==> src/riscv_defines.svh <==
`ifndef RISCV_DEFINES_SVH
`define RISCV_DEFINES_SVH

// Integer register and datapath width
`define RISCV_XLEN 64

// Instruction buffer entries, equal to the credits the source holds after reset
`define RISCV_BUF_DEPTH 4

// Output credit counter width, the consumer keeps at most 15 credits ungranted
`define RISCV_CREDIT_W 4

// The only CSR with storage behind it
`define RISCV_CSR_MSCRATCH 12'h340

`endif

==> src/riscv_fetch_buffer.sv <==
`timescale 1ns/1ps
`include "riscv_defines.svh"

module riscv_fetch_buffer (
  input  logic        i_clk_n,
  input  logic        i_reset,
  input  logic        i_inst_valid,
  input  logic [31:0] i_inst,
  input  logic        i_advance,
  output logic        o_head_valid,
  output logic [31:0] o_head,
  output logic        o_inst_credit
);

  localparam int DEPTH = `RISCV_BUF_DEPTH;
  localparam int PTR_W = $clog2(DEPTH);

  logic [31:0]    mem [DEPTH];
  logic [PTR_W-1:0] wr_ptr;
  logic [PTR_W-1:0] rd_ptr;
  logic [PTR_W:0]   count;
  logic           pop;

  assign pop = i_advance && (count != '0);    // Head leaves into decode/execute

  assign o_head_valid  = (count != '0);
  assign o_head        = mem[rd_ptr];
  assign o_inst_credit = pop;                 // One credit back per released instruction

  // The source never sends without a credit, so a push always finds room
  always_ff @(posedge i_clk_n) begin
    if (i_inst_valid) begin
      mem[wr_ptr] <= i_inst;
    end
  end

  always_ff @(posedge i_clk_n) begin
    if (i_reset) begin
      wr_ptr <= '0;
      rd_ptr <= '0;
      count  <= '0;
    end else begin
      if (i_inst_valid) begin
        wr_ptr <= (wr_ptr == PTR_W'(DEPTH - 1)) ? '0 : wr_ptr + 1'b1;
      end
      if (pop) begin
        rd_ptr <= (rd_ptr == PTR_W'(DEPTH - 1)) ? '0 : rd_ptr + 1'b1;
      end
      case ({i_inst_valid, pop})
        2'b10:   count <= count + 1'b1;
        2'b01:   count <= count - 1'b1;
        default: count <= count;    // Push and pop together leave the fill level alone
      endcase
    end
  end

endmodule

==> config.mk <==
export PLATFORM = sky130hd
export DESIGN_NAME = riscv_fetch_buffer
export DESIGN_NICKNAME = d
export VERILOG_FILES = /design/src/riscv_fetch_buffer.sv
export VERILOG_INCLUDE_DIRS = /design/src
export SDC_FILE = /design/constraint.sdc
export NUM_CORES = 1
export LEC_CHECK = 0
export ABC_AREA = 0
export BUFFER_PORTS_ARGS = -buffer_cell sky130_fd_sc_hd__buf_2
export CORE_MARGIN = 2
export CORE_UTILIZATION = 45
export CTS_CLUSTER_SIZE = 20
export DETAILED_ROUTE_END_ITERATION = 16
export GPL_ROUTABILITY_DRIVEN = 1
export PLACE_DENSITY_LB_ADDON = 0.25
export SLEW_MARGIN = 20
export SYNTH_ARGS = -nofsm -noshare
export SYNTH_HDL_FRONTEND = slang
export SYNTH_SLANG_ARGS = --single-unit
==> constraint.sdc <==
create_clock -name i_clk_n -period 1.8 [get_ports i_clk_n]
set_input_delay 0.36 -clock i_clk_n [delete_from_list [all_inputs] [get_ports i_clk_n]]
set_output_delay 0.36 -clock i_clk_n [all_outputs]
set_load 0.01 [all_outputs]
==> impl_results.md <==
- Final Hold Vio Count: 0
- Post-DP HPWL: 5020 microns
- Sum of buffers and inverters on the critical path: 2
- Initial antenna violation count: 0
- HP Start: i_inst[28]
- Startpoint class of the critical path: flop
- First-pass DRT Iterations: 4
- Area delta synth->final: 25.6%
- Violated checks: negative setup slack
- Wl on met1: 3700 microns
- Worst VDD drop: 0.000672 V
- Die footprint: 12200 sq um
- Worst path max stage delay: 0.54 ns
- Initial Util: 46.5%
- Iteration-0 DRC Markers: 90
- Worst-path clk slew: 0.05 ns
- Number of hold buffers added after CTS: 0
- CTS Buf Count: 17
- GRT Total Usage: 14.8%
- DR DRC count: 0
- Die Ht: 111 microns
- GPL Wtd Cong: 0.681
- Main combinational cell family by area after synthesis: multiplexers
- Cell count after placement: 428
- Post-route insts no fill: 459
- Slew Viols, Final: 0
- Worst Path Arrival: 1.67 ns
- Nets: 353
- Crit path max fanout: 12
- Mapped Nets: 258
- WP depth: 3
- Root Driver: clkbuf_16
- CP cell instances: buf_12 > mux4_2 > buf_6
- Global-route wire length before repair: 13400 microns
- DRT Wirelength: 8590 microns
- Max_cap viols: 0
- Worst hold path class: input port to flop
- Tcrit/Tclk final: 113%
- Clk_lat worst skew: 0.40 ns
- Slew margin rel.: 40.9%
- WL met2: 4360 microns
- Reg2reg setup slack: 0.03 ns
- Status: finished with violations
- Vias: 2396
- Worst setup EP type: output pin
- Synthesized area: 5110 sq um
- Syn avg cell area: 23.8 sq um
- Met3 wire len: 397 microns
- FMAX: 492 MHz
- Total congestion overflow: 0
- Vias in the first global route: 2495
- Xor-xnor portion of the synthesized cell area: 0.343%
- RR Endpoint: count[2]$_SDFFE_PP0P_
- # diodes: 0
- Buffers from clock root to sink, at most: 2
- Htree depth: 4
- Worst Reg-to-Reg Cells: 8
- CP required: 1.44 ns
- Core Rows: 38
- Final setup margin: -0.233 ns
- Sequential area share after synthesis: 78.7%
- LEAKAGE: 2.23 nW
- Simple-gate share of the synthesized area: 1.52%
- Post-synthesis register bit count: 137
- Largest net degree at the start of global routing: 33
- Top Family by Delay on Critical Path: multiplexers
- Share of layout cells above drive strength 1: 48.6%
- Worst r2r src: count[2]$_SDFFE_PP0P_
- WS Path Type: flop to output pin
- Hold Path Sink: mem[1][28]$_DFFE_PP_
- Slowest CP cell: mux4_2
- Worst slew pin tran: 0.887 ns
- Die width: 111 microns
- IO Pins: 70
- Final setup fails: 32
- Final Util: 58.5%
- Library cells used by synthesis: 20
- Min-Delay Path Depth: 1
- Synth Area in Adders: 1.86%
- Highest Signal Layer: met4
- Via density: 5.22
- Worst Hold Margin: 0.168 ns
- WL/cell: 18.7 microns
- Post-synthesis mux area share: 14.6%
- Power Density: 1350 nW/um^2
- Core area: 11000 sq um
- Synth Area in Compound Gates: 0.734%
- Unrepaired setup endpoints after global routing: true
- CTS sink cnt: 137
- CTS tree: built
- Yosys warnings: 0
- Post-route ant nets: 0
- Quantity of I/O buffers inserted on ports: 69
- Synthesized instance count: 215
- Setup Skew: 0.00612 ns
- Final min period: 2.03 ns
## power by group
part	switching [mW]	total, mW	leakage, nW	internal [mW]
logic	0.752	1.74	0.718	0.986
registers	0.0915	3.77	1.25	3.68
clock network	1.18	3.17	0.261	1.99
## metrics by stage
| step | setup slack (ns) | instance area (sq um) | total power [mW] | TNS [ns] |
|---|---|---|---|---|
| 6_report | -0.233 | 6420 | 8.67 | -6.45 |
| 5_1_grt | -0.296 | 6420 | 9.02 | -8.35 |
| 4_1_cts | -0.281 | 6350 | 8.67 | -7.78 |
| 3_5_place_dp | -0.0872 | 5680 | 5.28 | -0.0872 |
| 3_3_place_gp | -0.0133 | 5680 | 5.25 | -0.0133 |
| 2_1_floorplan | 0.0140 | 5120 | 4.81 | 0 |
## worst register-to-register path, stage by stage (launching register included)
cell and delay [ns]:
dfxtp_4 0.36, o31ai_4 0.08, inv_2 0.08, ha_4 0.13
inv_2 0.04, fa_2 0.35, xor2_1 0.17, or3_1 0.36
a21oi_2 0.14
## Yosys cell counts
master    number  area, sq um
o21ai_0        1         5.00
and2_1         4         25.0
ha_1           6         75.1
nor2_1         6         22.5
dfxtp_1        9          180
mux4_1         2         52.6
fa_1           1         20.0
nand2_1        1         3.75
buf_6          1         11.3
mux2i_1        2         20.0
nor3b_1        1         7.51
or3_1          3         18.8
a21oi_1        4         20.0
o31ai_2        1         12.5
xor2_1         2         17.5
buf_2          3         15.0
edfxtp_1     128         3840
mux4_2        30          676
buf_12         3         60.1
inv_1          7         26.3
## layout make-up
type	count	area, sq um
timing repair buffer	83	639
clock buffer	18	429
clock inverter	10	108
fill	828	4560
inverter	7	26.3
sequential	137	4040
tap	140	175
multi-input combinational	64	1010
## state kept, by name (all words and copies together), names as in the netlist, named ones only
signal  cells
mem       128
wr_ptr      2
rd_ptr      2
count       3
## cells in the final DEF, fill, tap and decap left out, types with 2 or more instances in the layout
cell type,count
a21oi_1,3
and2_2,3
buf_12,3
buf_2,48
buf_4,10
buf_6,21
bufinv_16,2
clkbuf_16,17
clkinv_2,4
clkinvlp_4,2
dfxtp_1,4
dfxtp_2,2
dfxtp_4,3
edfxtp_1,128
ha_1,5
inv_1,5
inv_2,2
mux2i_1,2
mux4_2,31
nor2_1,6
or3_1,3
xor2_1,2
## how the worst max path moves through the flow
stage | to | slack, ns
floorplan | count[2]$_SDFFE_PP0P_ | 0.01
global placement | count[2]$_SDFFE_PP0P_ | -0.01
detailed placement | count[2]$_SDFFE_PP0P_ | -0.09
CTS | o_head[22] | -0.28
global route | o_head[23] | -0.30
finish | o_head[17] | -0.23
## per-layer routing
metal	track usage [%]	vias up
li1	-	1079
met1	19.1	1240
met5	0	-
met3	5.05	13
met4	6.00	0
met2	23.2	64
## cell families after synthesis
kind of cell,count (synthesis)
XOR/XNOR,2
buffers and inverters,14
multiplexers,34
flip-flops,137
adder cells (fa/ha/maj),7
AO/OA/AOI/OAI,6
AND/OR/NAND/NOR,15
## repair_timing
item | CTS | global route
buffers inserted | 1 | 1
resized for setup | 18 | 16
setup endpoints to repair | 33 | 65
endpoints found under the hold margin | 0 | 0
pin swaps | 1 | 6
gates cloned | 1 | 0
Power figures use the tool's default switching activity.
