### config.mk
export PLATFORM = sky130hd
export DESIGN_NAME = riscv_estage
export DESIGN_NICKNAME = d
export VERILOG_FILES = /design/src/riscv_pkg.sv /design/src/riscv_estage.sv
export VERILOG_INCLUDE_DIRS = /design/src
export SDC_FILE = /design/constraint.sdc
export NUM_CORES = 2
export LEC_CHECK = 0
export BUFFER_PORTS_ARGS = -buffer_cell sky130_fd_sc_hd__buf_2
export CORE_MARGIN = 2
export CORE_UTILIZATION = 25
export CTS_CLUSTER_DIAMETER = 30
export CTS_CLUSTER_SIZE = 25
export DETAILED_ROUTE_END_ITERATION = 16
export REMOVE_ABC_BUFFERS = 1
export SYNTH_ARGS = -nofsm -noshare
export SYNTH_HDL_FRONTEND = slang
export SYNTH_SLANG_ARGS = --single-unit
### constraint.sdc
create_clock -name i_clk_n -period 6.4 [get_ports i_clk_n]
set_input_delay 0.64 -clock i_clk_n [delete_from_list [all_inputs] [get_ports i_clk_n]]
set_output_delay 0.64 -clock i_clk_n [all_outputs]
set_load 0.01 [all_outputs]
### src/riscv_defines.svh
`ifndef RISCV_DEFINES_SVH
`define RISCV_DEFINES_SVH

// Integer register and datapath width
`define RISCV_XLEN 64

// Instruction buffer entries, equal to the credits the source holds after reset
`define RISCV_BUF_DEPTH 4

// Output credit counter width, the consumer keeps at most 15 credits ungranted
`define RISCV_CREDIT_W 4

// The only CSR with storage behind it
`define RISCV_CSR_MSCRATCH 12'h340

`endif

### src/riscv_pkg.sv
package riscv_pkg;

  // Major opcodes handled by the decoder
  typedef enum logic [6:0] {
    OPC_OP     = 7'b0110011,
    OPC_OP_IMM = 7'b0010011,
    OPC_LUI    = 7'b0110111,
    OPC_SYSTEM = 7'b1110011
  } opcode_t;

  typedef enum logic [3:0] {
    ALU_ADD,
    ALU_SUB,
    ALU_SLL,
    ALU_SLT,
    ALU_SLTU,
    ALU_XOR,
    ALU_SRL,
    ALU_SRA,
    ALU_OR,
    ALU_AND,
    ALU_PASS_B    // Second operand straight through, used by LUI
  } alu_op_t;

  typedef enum logic [2:0] {
    IMM_I,
    IMM_ISHAMT,
    IMM_U
  } imm_src_t;

  // Selects operand b for the ALU and the write source for CSR swaps
  typedef enum logic [1:0] {
    SRC_REG,
    SRC_IMM,
    SRC_ZIMM
  } op_src_t;

endpackage

### src/riscv_estage.sv
`timescale 1ns/1ps
`include "riscv_defines.svh"

module riscv_estage (
  input  logic                      i_clk_n,
  input  logic                      i_reset,
  input  logic                      i_res_credit,
  input  logic                      i_valid,
  input  logic [`RISCV_XLEN-1:0]    i_rs1data,
  input  logic [`RISCV_XLEN-1:0]    i_rs2data,
  input  logic [4:0]                i_rs1addr,
  input  logic [4:0]                i_rs2addr,
  input  logic [4:0]                i_rdaddr,
  input  logic [`RISCV_XLEN-1:0]    i_simm,
  input  logic [`RISCV_XLEN-1:0]    i_immzeroextend,
  input  riscv_pkg::alu_op_t        i_aluop,
  input  riscv_pkg::op_src_t        i_opsrc,
  input  logic                      i_is_csr,
  input  logic [11:0]               i_csr_addr,
  input  logic                      i_illegal,
  output logic                      o_advance,
  output logic                      o_regw,
  output logic [4:0]                o_rdaddr_wb,
  output logic [`RISCV_XLEN-1:0]    o_rddata_wb,
  output logic                      o_res_valid,
  output logic [4:0]                o_res_rd,
  output logic [`RISCV_XLEN-1:0]    o_res_data,
  output logic                      o_res_illegal
);

  import riscv_pkg::*;

  logic                      ew_valid;
  logic [4:0]                ew_rd;
  logic [`RISCV_XLEN-1:0]    ew_data;
  logic                      ew_illegal;
  logic [`RISCV_CREDIT_W-1:0] credit_cnt;
  logic [`RISCV_XLEN-1:0]    mscratch;
  logic [`RISCV_XLEN-1:0]    op_a;
  logic [`RISCV_XLEN-1:0]    rs2_fwd;
  logic [`RISCV_XLEN-1:0]    op_b;
  logic [5:0]                shamt;
  logic [`RISCV_XLEN-1:0]    alu_res;
  logic                      csr_hit;
  logic [`RISCV_XLEN-1:0]    csr_rdata;
  logic [`RISCV_XLEN-1:0]    csr_wdata;
  logic [`RISCV_XLEN-1:0]    result;

  // Forward the older result still waiting in execute/writeback
  assign op_a    = (o_regw && ew_rd == i_rs1addr) ? ew_data : i_rs1data;
  assign rs2_fwd = (o_regw && ew_rd == i_rs2addr) ? ew_data : i_rs2data;

  always_comb begin
    case (i_opsrc)
      SRC_IMM:  op_b = i_simm;
      default:  op_b = rs2_fwd;
    endcase
  end

  assign shamt = op_b[5:0];

  always_comb begin
    case (i_aluop)
      ALU_ADD:  alu_res = op_a + op_b;
      ALU_SUB:  alu_res = op_a - op_b;
      ALU_SLL:  alu_res = op_a << shamt;
      ALU_SLT:  alu_res = {{(`RISCV_XLEN-1){1'b0}}, $signed(op_a) < $signed(op_b)};
      ALU_SLTU: alu_res = {{(`RISCV_XLEN-1){1'b0}}, op_a < op_b};
      ALU_XOR:  alu_res = op_a ^ op_b;
      ALU_SRL:  alu_res = op_a >> shamt;
      ALU_SRA:  alu_res = $signed(op_a) >>> shamt;
      ALU_OR:   alu_res = op_a | op_b;
      ALU_AND:  alu_res = op_a & op_b;
      default:  alu_res = op_b;
    endcase
  end

  // Every CSR address other than mscratch reads zero and drops writes
  assign csr_hit   = (i_csr_addr == `RISCV_CSR_MSCRATCH);
  assign csr_rdata = csr_hit ? mscratch : '0;
  assign csr_wdata = (i_opsrc == SRC_ZIMM) ? i_immzeroextend : op_a;

  assign result = i_illegal ? '0 : (i_is_csr ? csr_rdata : alu_res);

  always_ff @(posedge i_clk_n) begin
    if (i_reset) begin
      mscratch <= '0;
    end else if (o_advance && i_valid && i_is_csr && csr_hit) begin
      mscratch <= csr_wdata;    // The old value goes to rd in the same swap
    end
  end

  always_ff @(posedge i_clk_n) begin
    if (i_reset) begin
      ew_valid <= 1'b0;
    end else if (o_advance) begin
      ew_valid <= i_valid;
    end
  end

  always_ff @(posedge i_clk_n) begin
    if (o_advance) begin
      ew_rd      <= i_rdaddr;
      ew_data    <= result;
      ew_illegal <= i_illegal;
    end
  end

  // A result leaves only against a credit granted by the consumer
  assign o_res_valid = ew_valid && (credit_cnt != '0);
  assign o_advance   = !ew_valid || (credit_cnt != '0);

  always_ff @(posedge i_clk_n) begin
    if (i_reset) begin
      credit_cnt <= '0;
    end else begin
      case ({i_res_credit, o_res_valid})
        2'b10:   credit_cnt <= credit_cnt + 1'b1;
        2'b01:   credit_cnt <= credit_cnt - 1'b1;
        default: credit_cnt <= credit_cnt;
      endcase
    end
  end

  assign o_regw        = ew_valid && !ew_illegal && (ew_rd != 5'd0);
  assign o_rdaddr_wb   = ew_rd;
  assign o_rddata_wb   = ew_data;
  assign o_res_rd      = ew_rd;
  assign o_res_data    = ew_data;
  assign o_res_illegal = ew_illegal;

endmodule

==> qor.txt <==
Status: complete, no violations
R2R Path Start: o_rdaddr_wb[0]$_DFFE_PN_
CTS tree: done
Worst path slowest cell: o31ai_2
Area growth, synth to finish: 21.26%
DRT iter0 DRCs: 5144
Final ANT Viol Nets: 0
FP Rows: 127
Clock sinks: 139
FF+latch count, synth: 139
Req. time, crit path: 6800 ps
Vias in the first global route: 35.95k
Final setup TNS: 0 ps
Clk_lat worst skew: 550 ps
CP Cell Sequence: buf_4 > xnor2_1 > o211a_4 > nand2_4 > a211oi_4 > ha_1 > inv_1 > fa_1 > nor3_1 > o211ai_1 > o311ai_0 > a211oi_1 > o31ai_2 > buf_4 > o2111ai_1 > a2111oi_1 > buf_2 > buf_4 > o311ai_2 > a21oi_2 > buf_4 > a31o_2 > o211ai_1 > a31oi_1
Clock power frac: 0.164
Final Hold Vio Count: 0
Ys flop type: edfxtp_1
Die X: 351.4 um
RePlAce Congestion: 1.034
Initial Util: 0.2518
Syn. warnings: 0
Clock skew after layout: 22.37 ps
Die ar.: 0.1235 mm2
Synth area leaders: mux2i_1 11%, ha_1 8.3%, a21oi_1 7.5%
Tot Pwr: 6825 uW
Post-synth EDFFs: 70
Worst Setup SP: o_rdaddr_wb[0]$_DFFE_PN_
Internal power: 3182 uW
CP Capture Type: flop
Mean routed wirelength per cell: 32.57 um
Port Buffers: 436
Drt drc: 0
Hold wc startpoint: i_rdaddr[4]
Io pins: 437
FMAX: 0.1579 GHz
Area leader, netlist: mux2i_1
Switching power total: 3642 uW
Post-synthesis sequential area ratio: 0.1155
Slew Viols, Final: 0
GR Overflow Total: 0
Sw Ratio: 0.5337
Endpoints failing setup: 0
CTS H-tree depth: 4
Synth top area share: 0.1145
TritonRoute pass-1 iters: 8
Vias per inst: 6.063
Core ar.: 0.1198 mm2
Seq pwr share: 0.189
Final HPWL DP: 162100 um
First-pass GRT wire length: 282100 um
Slew at the pin with the worst max-slew slack: 1270 ps
CTS buffer count: 17
Type of origin of the critical path: flop
CP arrival: 6740 ps
CTS root buf: clkbuf_16
DP Area: 0.03585 mm2
Initial antenna violation count: 14
Max VDD drop: 0.2457 mV
Largest net degree at the start of global routing: 127
Post-route design area: 0.03658 mm2
WS Path Type: reg -> reg
Via count: 38.44k
Max-cap check violation count: 0
Relative slew margins: 0.1396
Critical Path Max Stage Delay: 490 ps
Chip Height: 351.4 um
Clock Tree Buf Depth: 2
Unique cell type count in the Yosys netlist: 99
Hold_buf cts: 0
Crit-path max FO: 7
Layout cells sized above 1: 0.2362
WL final: 206500 um
Min cycle time layout: 6335 ps
Combinational fraction of design power: 0.647
GRT Util Overall: 0.3208
Clock-pin slew on the worst setup and hold paths: 80 ps
Pwr/cell area: 186.6 mW/mm2
Leakage: 0.01600 uW
Post-synthesis async set-or-reset flop share: 0
Cell mode on critical path: buf_4
Nets: 5210
Tcrit/Tclk final: 0.9898
Hold Path Class: in -> reg
Avg Cell Area, Syn: 7.093 um2
Synthesized cell area: 0.03017 mm2
Post-Syn Instances: 4253
## worst max-delay path: cells and delay by family, from the launching register on
family	cells	cell delay, ps
adders and majority gates	2	730
buffers and inverters	6	1000
xor gates and xnor gates	1	370
and+or+nand+nor	2	380
AOI/OAI and AO/OA	13	3290
DFF	1	390
## power by group through the flow
stage                     sequential, uW  combinational [uW]  clock (uW)
after floorplan                     1390                2090           0
after global placement              1310                4250           0
after detailed placement            1310                4230           0
after CTS                           1290                4250        1130
after global routing                1310                4580        1150
final                               1290                4410        1120
## synthesized netlist by cell type (all sizes together), types with 69 or more instances
| cell | n |
|---|---|
| ha | 201 |
| o21bai | 74 |
| nand2 | 381 |
| inv | 198 |
| nand3 | 89 |
| a21oi | 450 |
| edfxtp | 70 |
| mux2 | 107 |
| buf | 170 |
| clkbuf | 239 |
| o211ai | 86 |
| a211oi | 130 |
| dfxtp | 69 |
| a221oi | 79 |
| o21ai | 304 |
| nor2 | 467 |
| mux2i | 362 |
## state kept, by name, indices dropped and copies added (netlist names)
register,flops
o_rddata_wb,64
credit_cnt,4
ew_valid,1
o_rdaddr_wb,5
o_res_illegal,1
mscratch,64
## worst paths after layout
kind / to / slack (ps) / cells after the start
max: o_rddata_wb[60]$_SDFFCE_PP0N_ / 70 / 24
min: o_rdaddr_wb[4]$_DFFE_PN_ / 270 / 1
max reg2reg: o_rddata_wb[60]$_SDFFCE_PP0N_ / 70 / 24
min reg2reg: mscratch[44]$_SDFFE_PP0P_ / 490 / 2
## kinds of logic (layout without fill, tap and decap cells)
family,count (synthesis),count (layout),synth area share
AO/OA/AOI/OAI,1552,1552,0.3364
AND/OR/NAND/NOR,1209,1210,0.1777
buffers and inverters,617,1087,0.09174
multiplexers,490,490,0.1812
adder cells (fa/ha/maj),204,204,0.08536
flip-flops,139,139,0.1155
XOR/XNOR,42,42,0.01219
other,0,5,0
## layer usage
layer	up-vias	wire (um)	global-route usage
li1	16718	-	-
met1	18844	84350	0.4156
met2	2356	91900	0.5090
met3	519	17450	0.05042
met4	6	12800	0.1736
met5	-	31	0
## what timing repair did
item                                   CTS  global route
setup endpoints to repair                8            23
setup buffers                            0             6
gates cloned                             0             1
pin swaps                                0             5
resized for setup                        7            20
endpoints found under the hold margin    0             0
## metrics by stage
stage	hold slack (ps)	utilization	setup WS, ps	cells
4_1_cts	240.5	0.3041	1.687	6329
5_1_grt	267.7	0.3052	-39.89	6337
6_report	273.4	0.3053	65.11	6341
2_1_floorplan	452.2	-	-6215	3844
3_3_place_gp	468.7	0.2991	-1317	6296
3_5_place_dp	476.2	0.2992	-276.0	6297
## area by class of cell
type	instances	area, um2
fill	13367	83230
sequential	139	3483
inverter	208	792.0
antenna	5	12.51
multi-input combinational	3498	24180
tap	1612	2017
clock inverter	14	145.1
clock buffer	18	429.2
timing repair buffer	847	5528
## layout by cell type (no fill, tap or decap), drive strengths merged, types with 25 or more instances in the layout
cell type    n
a211oi     130
o211ai      86
a22oi       30
nor3        61
nor2       467
a221o       29
o31ai       30
mux2i      362
a21oi      450
buf        847
nor4        43
xnor2       37
mux2       107
nand2      382
edfxtp      70
o22ai       41
o21bai      74
a21o        35
o21ai      304
a221oi      79
nand4       36
nand3       89
o21a        25
dfxtp       69
ha         201
inv        200
a31oi       51
Power figures use the tool's default switching activity.
