<file path="config.mk">
export PLATFORM = sky130hd
export DESIGN_NAME = riscv_dstage
export DESIGN_NICKNAME = d
export VERILOG_FILES = /design/src/riscv_pkg.sv /design/src/riscv_rf.sv /design/src/riscv_extend.sv /design/src/riscv_dstage.sv
export VERILOG_INCLUDE_DIRS = /design/src
export SDC_FILE = /design/constraint.sdc
export NUM_CORES = 2
export LEC_CHECK = 0
export BUFFER_PORTS_ARGS = -buffer_cell sky130_fd_sc_hd__buf_2
export CORE_MARGIN = 5
export CORE_UTILIZATION = 45
export DETAILED_ROUTE_END_ITERATION = 10
export GPL_ROUTABILITY_DRIVEN = 1
export PLACE_DENSITY_LB_ADDON = 0.3
export SLEW_MARGIN = 0
export SYNTH_ARGS = -nofsm -noshare
export SYNTH_HDL_FRONTEND = slang
export SYNTH_HIERARCHICAL = 1
export SYNTH_SLANG_ARGS = --single-unit
</file>
<file path="constraint.sdc">
create_clock -name i_clk_n -period 3.45 [get_ports i_clk_n]
set_clock_uncertainty 0.15 [all_clocks]
set_input_delay 0.1725 -clock i_clk_n [delete_from_list [all_inputs] [get_ports i_clk_n]]
set_output_delay 0.1725 -clock i_clk_n [all_outputs]
set_load 0.005 [all_outputs]
</file>
<file path="src/riscv_defines.svh">
`ifndef RISCV_DEFINES_SVH
`define RISCV_DEFINES_SVH

// Integer register and datapath width
`define RISCV_XLEN 64

// Instruction buffer entries, equal to the credits the source holds after reset
`define RISCV_BUF_DEPTH 4

// Output credit counter width, the consumer keeps at most 15 credits ungranted
`define RISCV_CREDIT_W 4

// The only CSR with storage behind it
`define RISCV_CSR_MSCRATCH 12'h340

`endif

</file>
<file path="src/riscv_pkg.sv">
package riscv_pkg;

  // Major opcodes handled by the decoder
  typedef enum logic [6:0] {
    OPC_OP     = 7'b0110011,
    OPC_OP_IMM = 7'b0010011,
    OPC_LUI    = 7'b0110111,
    OPC_SYSTEM = 7'b1110011
  } opcode_t;

  typedef enum logic [3:0] {
    ALU_ADD,
    ALU_SUB,
    ALU_SLL,
    ALU_SLT,
    ALU_SLTU,
    ALU_XOR,
    ALU_SRL,
    ALU_SRA,
    ALU_OR,
    ALU_AND,
    ALU_PASS_B    // Second operand straight through, used by LUI
  } alu_op_t;

  typedef enum logic [2:0] {
    IMM_I,
    IMM_ISHAMT,
    IMM_U
  } imm_src_t;

  // Selects operand b for the ALU and the write source for CSR swaps
  typedef enum logic [1:0] {
    SRC_REG,
    SRC_IMM,
    SRC_ZIMM
  } op_src_t;

endpackage

</file>
<file path="src/riscv_rf.sv">
`timescale 1ns/1ps
`include "riscv_defines.svh"

module riscv_rf (
  input  logic                   i_clk_n,
  input  logic                   i_reset,
  input  logic                   i_regwrite,
  input  logic [4:0]             i_rs1addr,
  input  logic [4:0]             i_rs2addr,
  input  logic [4:0]             i_rdaddr,
  input  logic [`RISCV_XLEN-1:0] i_rddata,
  output logic [`RISCV_XLEN-1:0] o_rs1data,
  output logic [`RISCV_XLEN-1:0] o_rs2data
);

  logic [`RISCV_XLEN-1:0] regs [32];

  // Writing on the falling edge lets decode see a writeback in the same cycle
  always_ff @(negedge i_clk_n) begin
    if (i_reset) begin
      for (int i = 0; i < 32; i++) begin
        regs[i] <= '0;
      end
    end else if (i_regwrite && (i_rdaddr != 5'd0)) begin
      regs[i_rdaddr] <= i_rddata;
    end
  end

  assign o_rs1data = regs[i_rs1addr];    // x0 is never written and stays zero
  assign o_rs2data = regs[i_rs2addr];

endmodule

</file>
<file path="src/riscv_extend.sv">
`timescale 1ns/1ps
`include "riscv_defines.svh"

module riscv_extend (
  input  riscv_pkg::imm_src_t    i_immsrc,
  input  logic [31:7]            i_inst,
  output logic [`RISCV_XLEN-1:0] o_simm,
  output logic [`RISCV_XLEN-1:0] o_immzeroextend
);

  import riscv_pkg::*;

  always_comb begin
    case (i_immsrc)
      IMM_I: begin
        o_simm = {{(`RISCV_XLEN-12){i_inst[31]}}, i_inst[31:20]};
      end
      IMM_ISHAMT: begin
        // RV64 shift amounts are six bits wide
        o_simm = {{(`RISCV_XLEN-6){1'b0}}, i_inst[25:20]};
      end
      IMM_U: begin
        o_simm = {{(`RISCV_XLEN-32){i_inst[31]}}, i_inst[31:12], 12'b0};
      end
      default: begin
        o_simm = '0;
      end
    endcase
  end

  // The rs1 field doubles as the CSRRWI source
  assign o_immzeroextend = {{(`RISCV_XLEN-5){1'b0}}, i_inst[19:15]};

endmodule

</file>
<file path="src/riscv_dstage.sv">
`timescale 1ns/1ps
`include "riscv_defines.svh"

module riscv_dstage (
  input  logic                   i_clk_n,
  input  logic                   i_reset,
  input  logic                   i_advance,
  input  logic                   i_head_valid,
  input  logic [31:0]            i_inst,
  input  logic                   i_regw,
  input  logic [4:0]             i_rdaddr_wb,
  input  logic [`RISCV_XLEN-1:0] i_rddata_wb,
  output logic                   o_valid,
  output logic [`RISCV_XLEN-1:0] o_rs1data,
  output logic [`RISCV_XLEN-1:0] o_rs2data,
  output logic [4:0]             o_rs1addr,
  output logic [4:0]             o_rs2addr,
  output logic [4:0]             o_rdaddr,
  output logic [`RISCV_XLEN-1:0] o_simm,
  output logic [`RISCV_XLEN-1:0] o_immzeroextend,
  output riscv_pkg::alu_op_t     o_aluop,
  output riscv_pkg::op_src_t     o_opsrc,
  output logic                   o_is_csr,
  output logic [11:0]            o_csr_addr,
  output logic                   o_illegal
);

  import riscv_pkg::*;

  opcode_t                opcode;
  logic [2:0]             funct3;
  logic                   funct7_0;
  logic                   funct7_5;
  alu_op_t                aluop;
  op_src_t                opsrc;
  imm_src_t               immsrc;
  logic                   is_csr;
  logic                   illegal;
  logic [`RISCV_XLEN-1:0] rs1data;
  logic [`RISCV_XLEN-1:0] rs2data;
  logic [`RISCV_XLEN-1:0] simm;
  logic [`RISCV_XLEN-1:0] zimm;

  assign opcode   = opcode_t'(i_inst[6:0]);
  assign funct3   = i_inst[14:12];
  assign funct7_0 = i_inst[25];
  assign funct7_5 = i_inst[30];

  // Shared funct3 mapping of OP and OP-IMM, alt picks SUB or SRA
  function automatic alu_op_t alu_from_funct3(input logic [2:0] f3, input logic alt);
    case (f3)
      3'b000:  return alt ? ALU_SUB : ALU_ADD;
      3'b001:  return ALU_SLL;
      3'b010:  return ALU_SLT;
      3'b011:  return ALU_SLTU;
      3'b100:  return ALU_XOR;
      3'b101:  return alt ? ALU_SRA : ALU_SRL;
      3'b110:  return ALU_OR;
      default: return ALU_AND;
    endcase
  endfunction

  always_comb begin
    aluop   = ALU_ADD;
    opsrc   = SRC_REG;
    immsrc  = IMM_I;
    is_csr  = 1'b0;
    illegal = 1'b0;
    case (opcode)
      OPC_OP: begin
        aluop = alu_from_funct3(funct3, funct7_5);
        // Bit 0 would be the M extension, bit 5 is only valid for sub and sra
        if (funct7_0 || (funct7_5 && funct3 != 3'b000 && funct3 != 3'b101)) begin
          illegal = 1'b1;
        end
      end
      OPC_OP_IMM: begin
        opsrc = SRC_IMM;
        aluop = alu_from_funct3(funct3, funct7_5 && (funct3 == 3'b101));
        if (funct3 == 3'b001 || funct3 == 3'b101) begin
          immsrc = IMM_ISHAMT;
        end
        if ((funct3 == 3'b001 && i_inst[31:26] != 6'd0) ||
            (funct3 == 3'b101 && {i_inst[31], i_inst[29:26]} != 5'd0)) begin
          illegal = 1'b1;    // Bad upper bits on an immediate shift
        end
      end
      OPC_LUI: begin
        aluop  = ALU_PASS_B;
        opsrc  = SRC_IMM;
        immsrc = IMM_U;
      end
      OPC_SYSTEM: begin
        is_csr = 1'b1;
        if (funct3 == 3'b001) begin
          opsrc = SRC_REG;     // CSRRW
        end else if (funct3 == 3'b101) begin
          opsrc = SRC_ZIMM;    // CSRRWI
        end else begin
          is_csr  = 1'b0;
          illegal = 1'b1;
        end
      end
      default: illegal = 1'b1;
    endcase
  end

  riscv_rf u_riscv_rf (
    .i_clk_n    (i_clk_n),
    .i_reset    (i_reset),
    .i_regwrite (i_regw),
    .i_rs1addr  (i_inst[19:15]),
    .i_rs2addr  (i_inst[24:20]),
    .i_rdaddr   (i_rdaddr_wb),
    .i_rddata   (i_rddata_wb),
    .o_rs1data  (rs1data),
    .o_rs2data  (rs2data)
  );

  riscv_extend u_riscv_extend (
    .i_immsrc        (immsrc),
    .i_inst          (i_inst[31:7]),
    .o_simm          (simm),
    .o_immzeroextend (zimm)
  );

  always_ff @(posedge i_clk_n) begin
    if (i_reset) begin
      o_valid <= 1'b0;
    end else if (i_advance) begin
      o_valid <= i_head_valid;    // Empty buffer loads a bubble
    end
  end

  always_ff @(posedge i_clk_n) begin
    if (i_advance) begin
      o_rs1data       <= rs1data;
      o_rs2data       <= rs2data;
      o_rs1addr       <= i_inst[19:15];
      o_rs2addr       <= i_inst[24:20];
      o_rdaddr        <= i_inst[11:7];
      o_simm          <= simm;
      o_immzeroextend <= zimm;
      o_aluop         <= aluop;
      o_opsrc         <= opsrc;
      o_is_csr        <= is_csr;
      o_csr_addr      <= i_inst[31:20];
      o_illegal       <= illegal;
    end
  end

endmodule

</file>
==> impl_metrics.py <==
metrics = {
    "synth": {
        "synth-seq-cells": 2335,
        "async_reset_ff_share_pct": 0,
        "synth_edf_count": 2334,
        "yosysUniqueCellTypes": 49,
        "yosysSeqAreaShare_pct": 59.3,
        "synth_warnings": 6,
        "syn_area_um2": 118000,
        "synth.avg_cell_area_um2": 16.5,
        "ys.flop_type": "edfxtp_1",
        "synthCells": 7164,
    },
    "hold_path": {
        "min_to": "o_simm[6]",
        "hp-start": "i_inst[26]",
        "min_path_cells": 3,
        "hp-class": "in2reg",
    },
    "die": {
        "num_io_pins": 398,
        "die_area_um2": 273000,
        "die_h_um": 523,
        "initial_utilization_pct": 45.1,
        "core_area_um2": 262000,
        "fp.dieW_um": 523,
        "rows": 188,
    },
    "flow_run": {
        "cap_violations": 1,
    },
    "critical_path": {
        "reg2reg_from": "u_riscv_rf/regs[5][0]",
        "path_cells": "mux4_2 > mux4_2 > mux2_4",
        "slowest_delay_ns": 0.50,
        "r2r_slack_ns": -0.45,
        "r2r_end": "o_rs1data[0]",
        "worstPathRequired_ns": 3.94,
        "endpoint_kind": "flop",
        "crit_type": "reg2reg",
        "critPathLaunchType": "flop",
        "cp_max_fo": 2,
        "rr_worst_depth": 3,
        "cpMostUsedCell": "mux4_2",
        "cp.arrival_ns": 4.39,
        "slowest_stage": "mux4_2",
    },
    "grt": {
        "grt_first_pass_wirelength_um": 627000,
        "grtUsageTotal_pct": 32.5,
        "grt-ovfl-total": 0,
        "antenna_found_initial": 72,
        "grt_pass1_vias": 87000,
        "grt_max_degree": 73,
    },
    "detailed_routing": {
        "detail_route.first_pass.iterations": 8,
        "num_vias": 84600,
        "drtIter0Drc": 13200,
        "wl_um": 450000,
        "wl_per_cell_um": 33.0,
        "viasPerCell": 6.20,
        "ant_nets": 0,
        "drc": 0,
    },
    "timing": {
        "hold_ws_ns": 0.0429,
        "slew_headroom_pct": -4.22,
        "hold_viol": 0,
        "setup_violations": 128,
        "rsz0062_at_grt": "true",
        "slew_viol_final": 14,
        "worst_pin_slew_ns": 1.56,
        "setup_slack_ns": -0.446,
    },
    "layout": {
        "instances_no_fill": 13700,
        "finish.net_count": 10000,
        "final_cell_mix": "2334 x edfxtp_1, 2085 x inv_1, 1998 x and2_1, 1078 x mux4_2, 422 x buf_4",
        "drive_gt1_share_pct": 30.3,
        "final_common_cell": "edfxtp_1",
        "fillers": 20300,
        "area_growth_pct": 26.4,
    },
    "cts": {
        "cts.sink_count": 2335,
        "cts_tree": "built",
        "cts_root_buffer": "clkbuf_16",
        "clock_path_buffers": 4,
        "clock_latency_ns": 0.94,
        "numCtsBuffers": 290,
        "htreeDepth": 5,
        "clk_pin_slew_worst_paths_ns": 0.06,
    },
    "outcome": {
        "status": "finished with violations",
        "violations": "capacitance limit, slew limit, setup timing",
    },
    "placement": {
        "dp.cells": 11000,
        "port_buffers": 397,
        "dp_hpwl_um": 270000,
        "place_congestion": 0.900,
    },
    "pwr": {
        "p_per_area_nw_per_um2": 561,
        "vdd.ir_drop.worst_mv": 0.576,
        "leakage_nw": 60.9,
    },
}
==> final cells by class <==
class	instances	area (µm²)	share of cell area, %
clock buffer	332	7860	5.25
clock inverter	2212	9490	6.34
tap	3515	4400	2.94
multi-input combinational	4090	46700	31.2
sequential	2335	70100	46.9
antenna	41	103	0.0686
timing repair buffer	1128	10900	7.28
inverter	3	11.3	0.00753
==> kinds of logic (layout without fill, tap and decap cells) <==
group                  after synthesis  in the layout  share of synthesized area [%]
AND/OR/NAND/NOR                   2205           2205                           11.5
flip-flops                        2335           2335                           59.3
buffers and inverters              862           3675                           3.37
XOR/XNOR                             1              1                        0.00740
other                                3            167                        0.00952
AO/OA/AOI/OAI                      290            290                           1.82
multiplexers                      1468           1468                           24.1
==> through the flow <==
step | setup slack [ns] | area (µm²) | setup TNS, ns | power (mW) | utilization [%]
3_5_place_dp | -0.480 | 130000 | -792.43 | 46.2 | 49.5
6_report | -0.446 | 150000 | -34.92 | 83.9 | 57.1
2_1_floorplan | -0.661 | 119000 | -1013.15 | 42.2 | -
3_3_place_gp | -0.477 | 130000 | -744.37 | 46.0 | 49.5
4_1_cts | -0.422 | 149000 | -30.92 | 84.3 | 56.9
5_1_grt | -0.474 | 150000 | -36.95 | 88.2 | 57.1
==> synth_stat cells (2+ instances only) <==
library cell / instances / area share [%]
nand2_1: 49 / 0.16
o21ai_0: 35 / 0.15
mux2_2: 227 / 2.2
edfxtp_1: 2334 / 59
buf_1: 34 / 0.11
nand4b_1: 2 / 0.015
o221ai_1: 11 / 0.081
o22a_1: 11 / 0.081
nor3_1: 3 / 0.013
conb_1: 3 / 0.0095
o22ai_1: 55 / 0.29
buf_2: 131 / 0.55
a221oi_1: 56 / 0.41
buf_6: 9 / 0.086
o31ai_1: 21 / 0.13
nor3b_1: 3 / 0.019
nand3b_1: 4 / 0.025
nand2b_1: 8 / 0.042
nor2b_1: 28 / 0.15
or3_1: 3 / 0.016
and2_1: 1998 / 11
mux4_2: 1078 / 21
a2bb2oi_1: 21 / 0.16
nor2_1: 63 / 0.20
or3b_1: 2 / 0.015
a211oi_1: 22 / 0.14
a21oi_2: 10 / 0.074
clkbuf_1: 544 / 1.7
or2_2: 33 / 0.17
a21oi_1: 19 / 0.080
a221o_1: 13 / 0.11
buf_4: 140 / 0.89
mux2i_1: 163 / 1.4
inv_1: 4 / 0.013
a21boi_0: 9 / 0.057
a22o_1: 5 / 0.037
==> flip-flops by register name, summed over array words and instances, names as in the netlist, 2 cells and up <==
signal           flops
o_rs1data           64
o_rs2data           64
u_riscv_rf/regs   2048
o_aluop              4
o_opsrc              2
o_rs1addr            5
o_rs2addr            4
o_csr_addr           8
o_immzeroextend     64
o_rdaddr             5
o_simm              64
==> power by group <==
part / total [mW] / switching, mW / internal, mW
sequential: 34.2 / 0.950 / 33.2
combinational: 8.91 / 4.78 / 4.14
clock: 40.9 / 18.5 / 22.3
==> worst max-delay path: cells and delay by family (launching register included) <==
kind,cells,cell delay (ns)
flops,1,0.43
mux,3,1.29
==> per-layer routing <==
metal,global-route usage (%),up-vias,wire [µm]
met1,40.8,42700,153000
met2,49.2,7302,206000
li1,-,33100,-
met3,11.0,1461,63600
met5,0,-,112
met4,19.4,16,27300
==> worst max-delay path by stage <==
stage                                  startpoint                endpoint  slack, ns  cells after the start
after floorplan                    i_rdaddr_wb[3]  u_riscv_rf/regs[16][0]      -0.66                      4
after global placement             i_rdaddr_wb[0]  u_riscv_rf/regs[4][48]      -0.48                      7
after CTS                   u_riscv_rf/regs[5][0]            o_rs1data[0]      -0.42                      3
final                       u_riscv_rf/regs[5][0]            o_rs1data[0]      -0.45                      3
after detailed placement  u_riscv_rf/regs[27][53]           o_rs1data[53]      -0.48                      4
after global routing      u_riscv_rf/regs[23][46]           o_rs2data[46]      -0.47                      3
==> timing repair <==
item | CTS | global route
hold buffers | 50 | 0
hold endpoints to repair | 427 | 0
pin swaps | 50 | 11
resized for setup | 255 | 40
endpoints found under the setup margin | 128 | 128
setup buffers | 21 | 11
No activity file was read; power rests on OpenSTA's default activity.
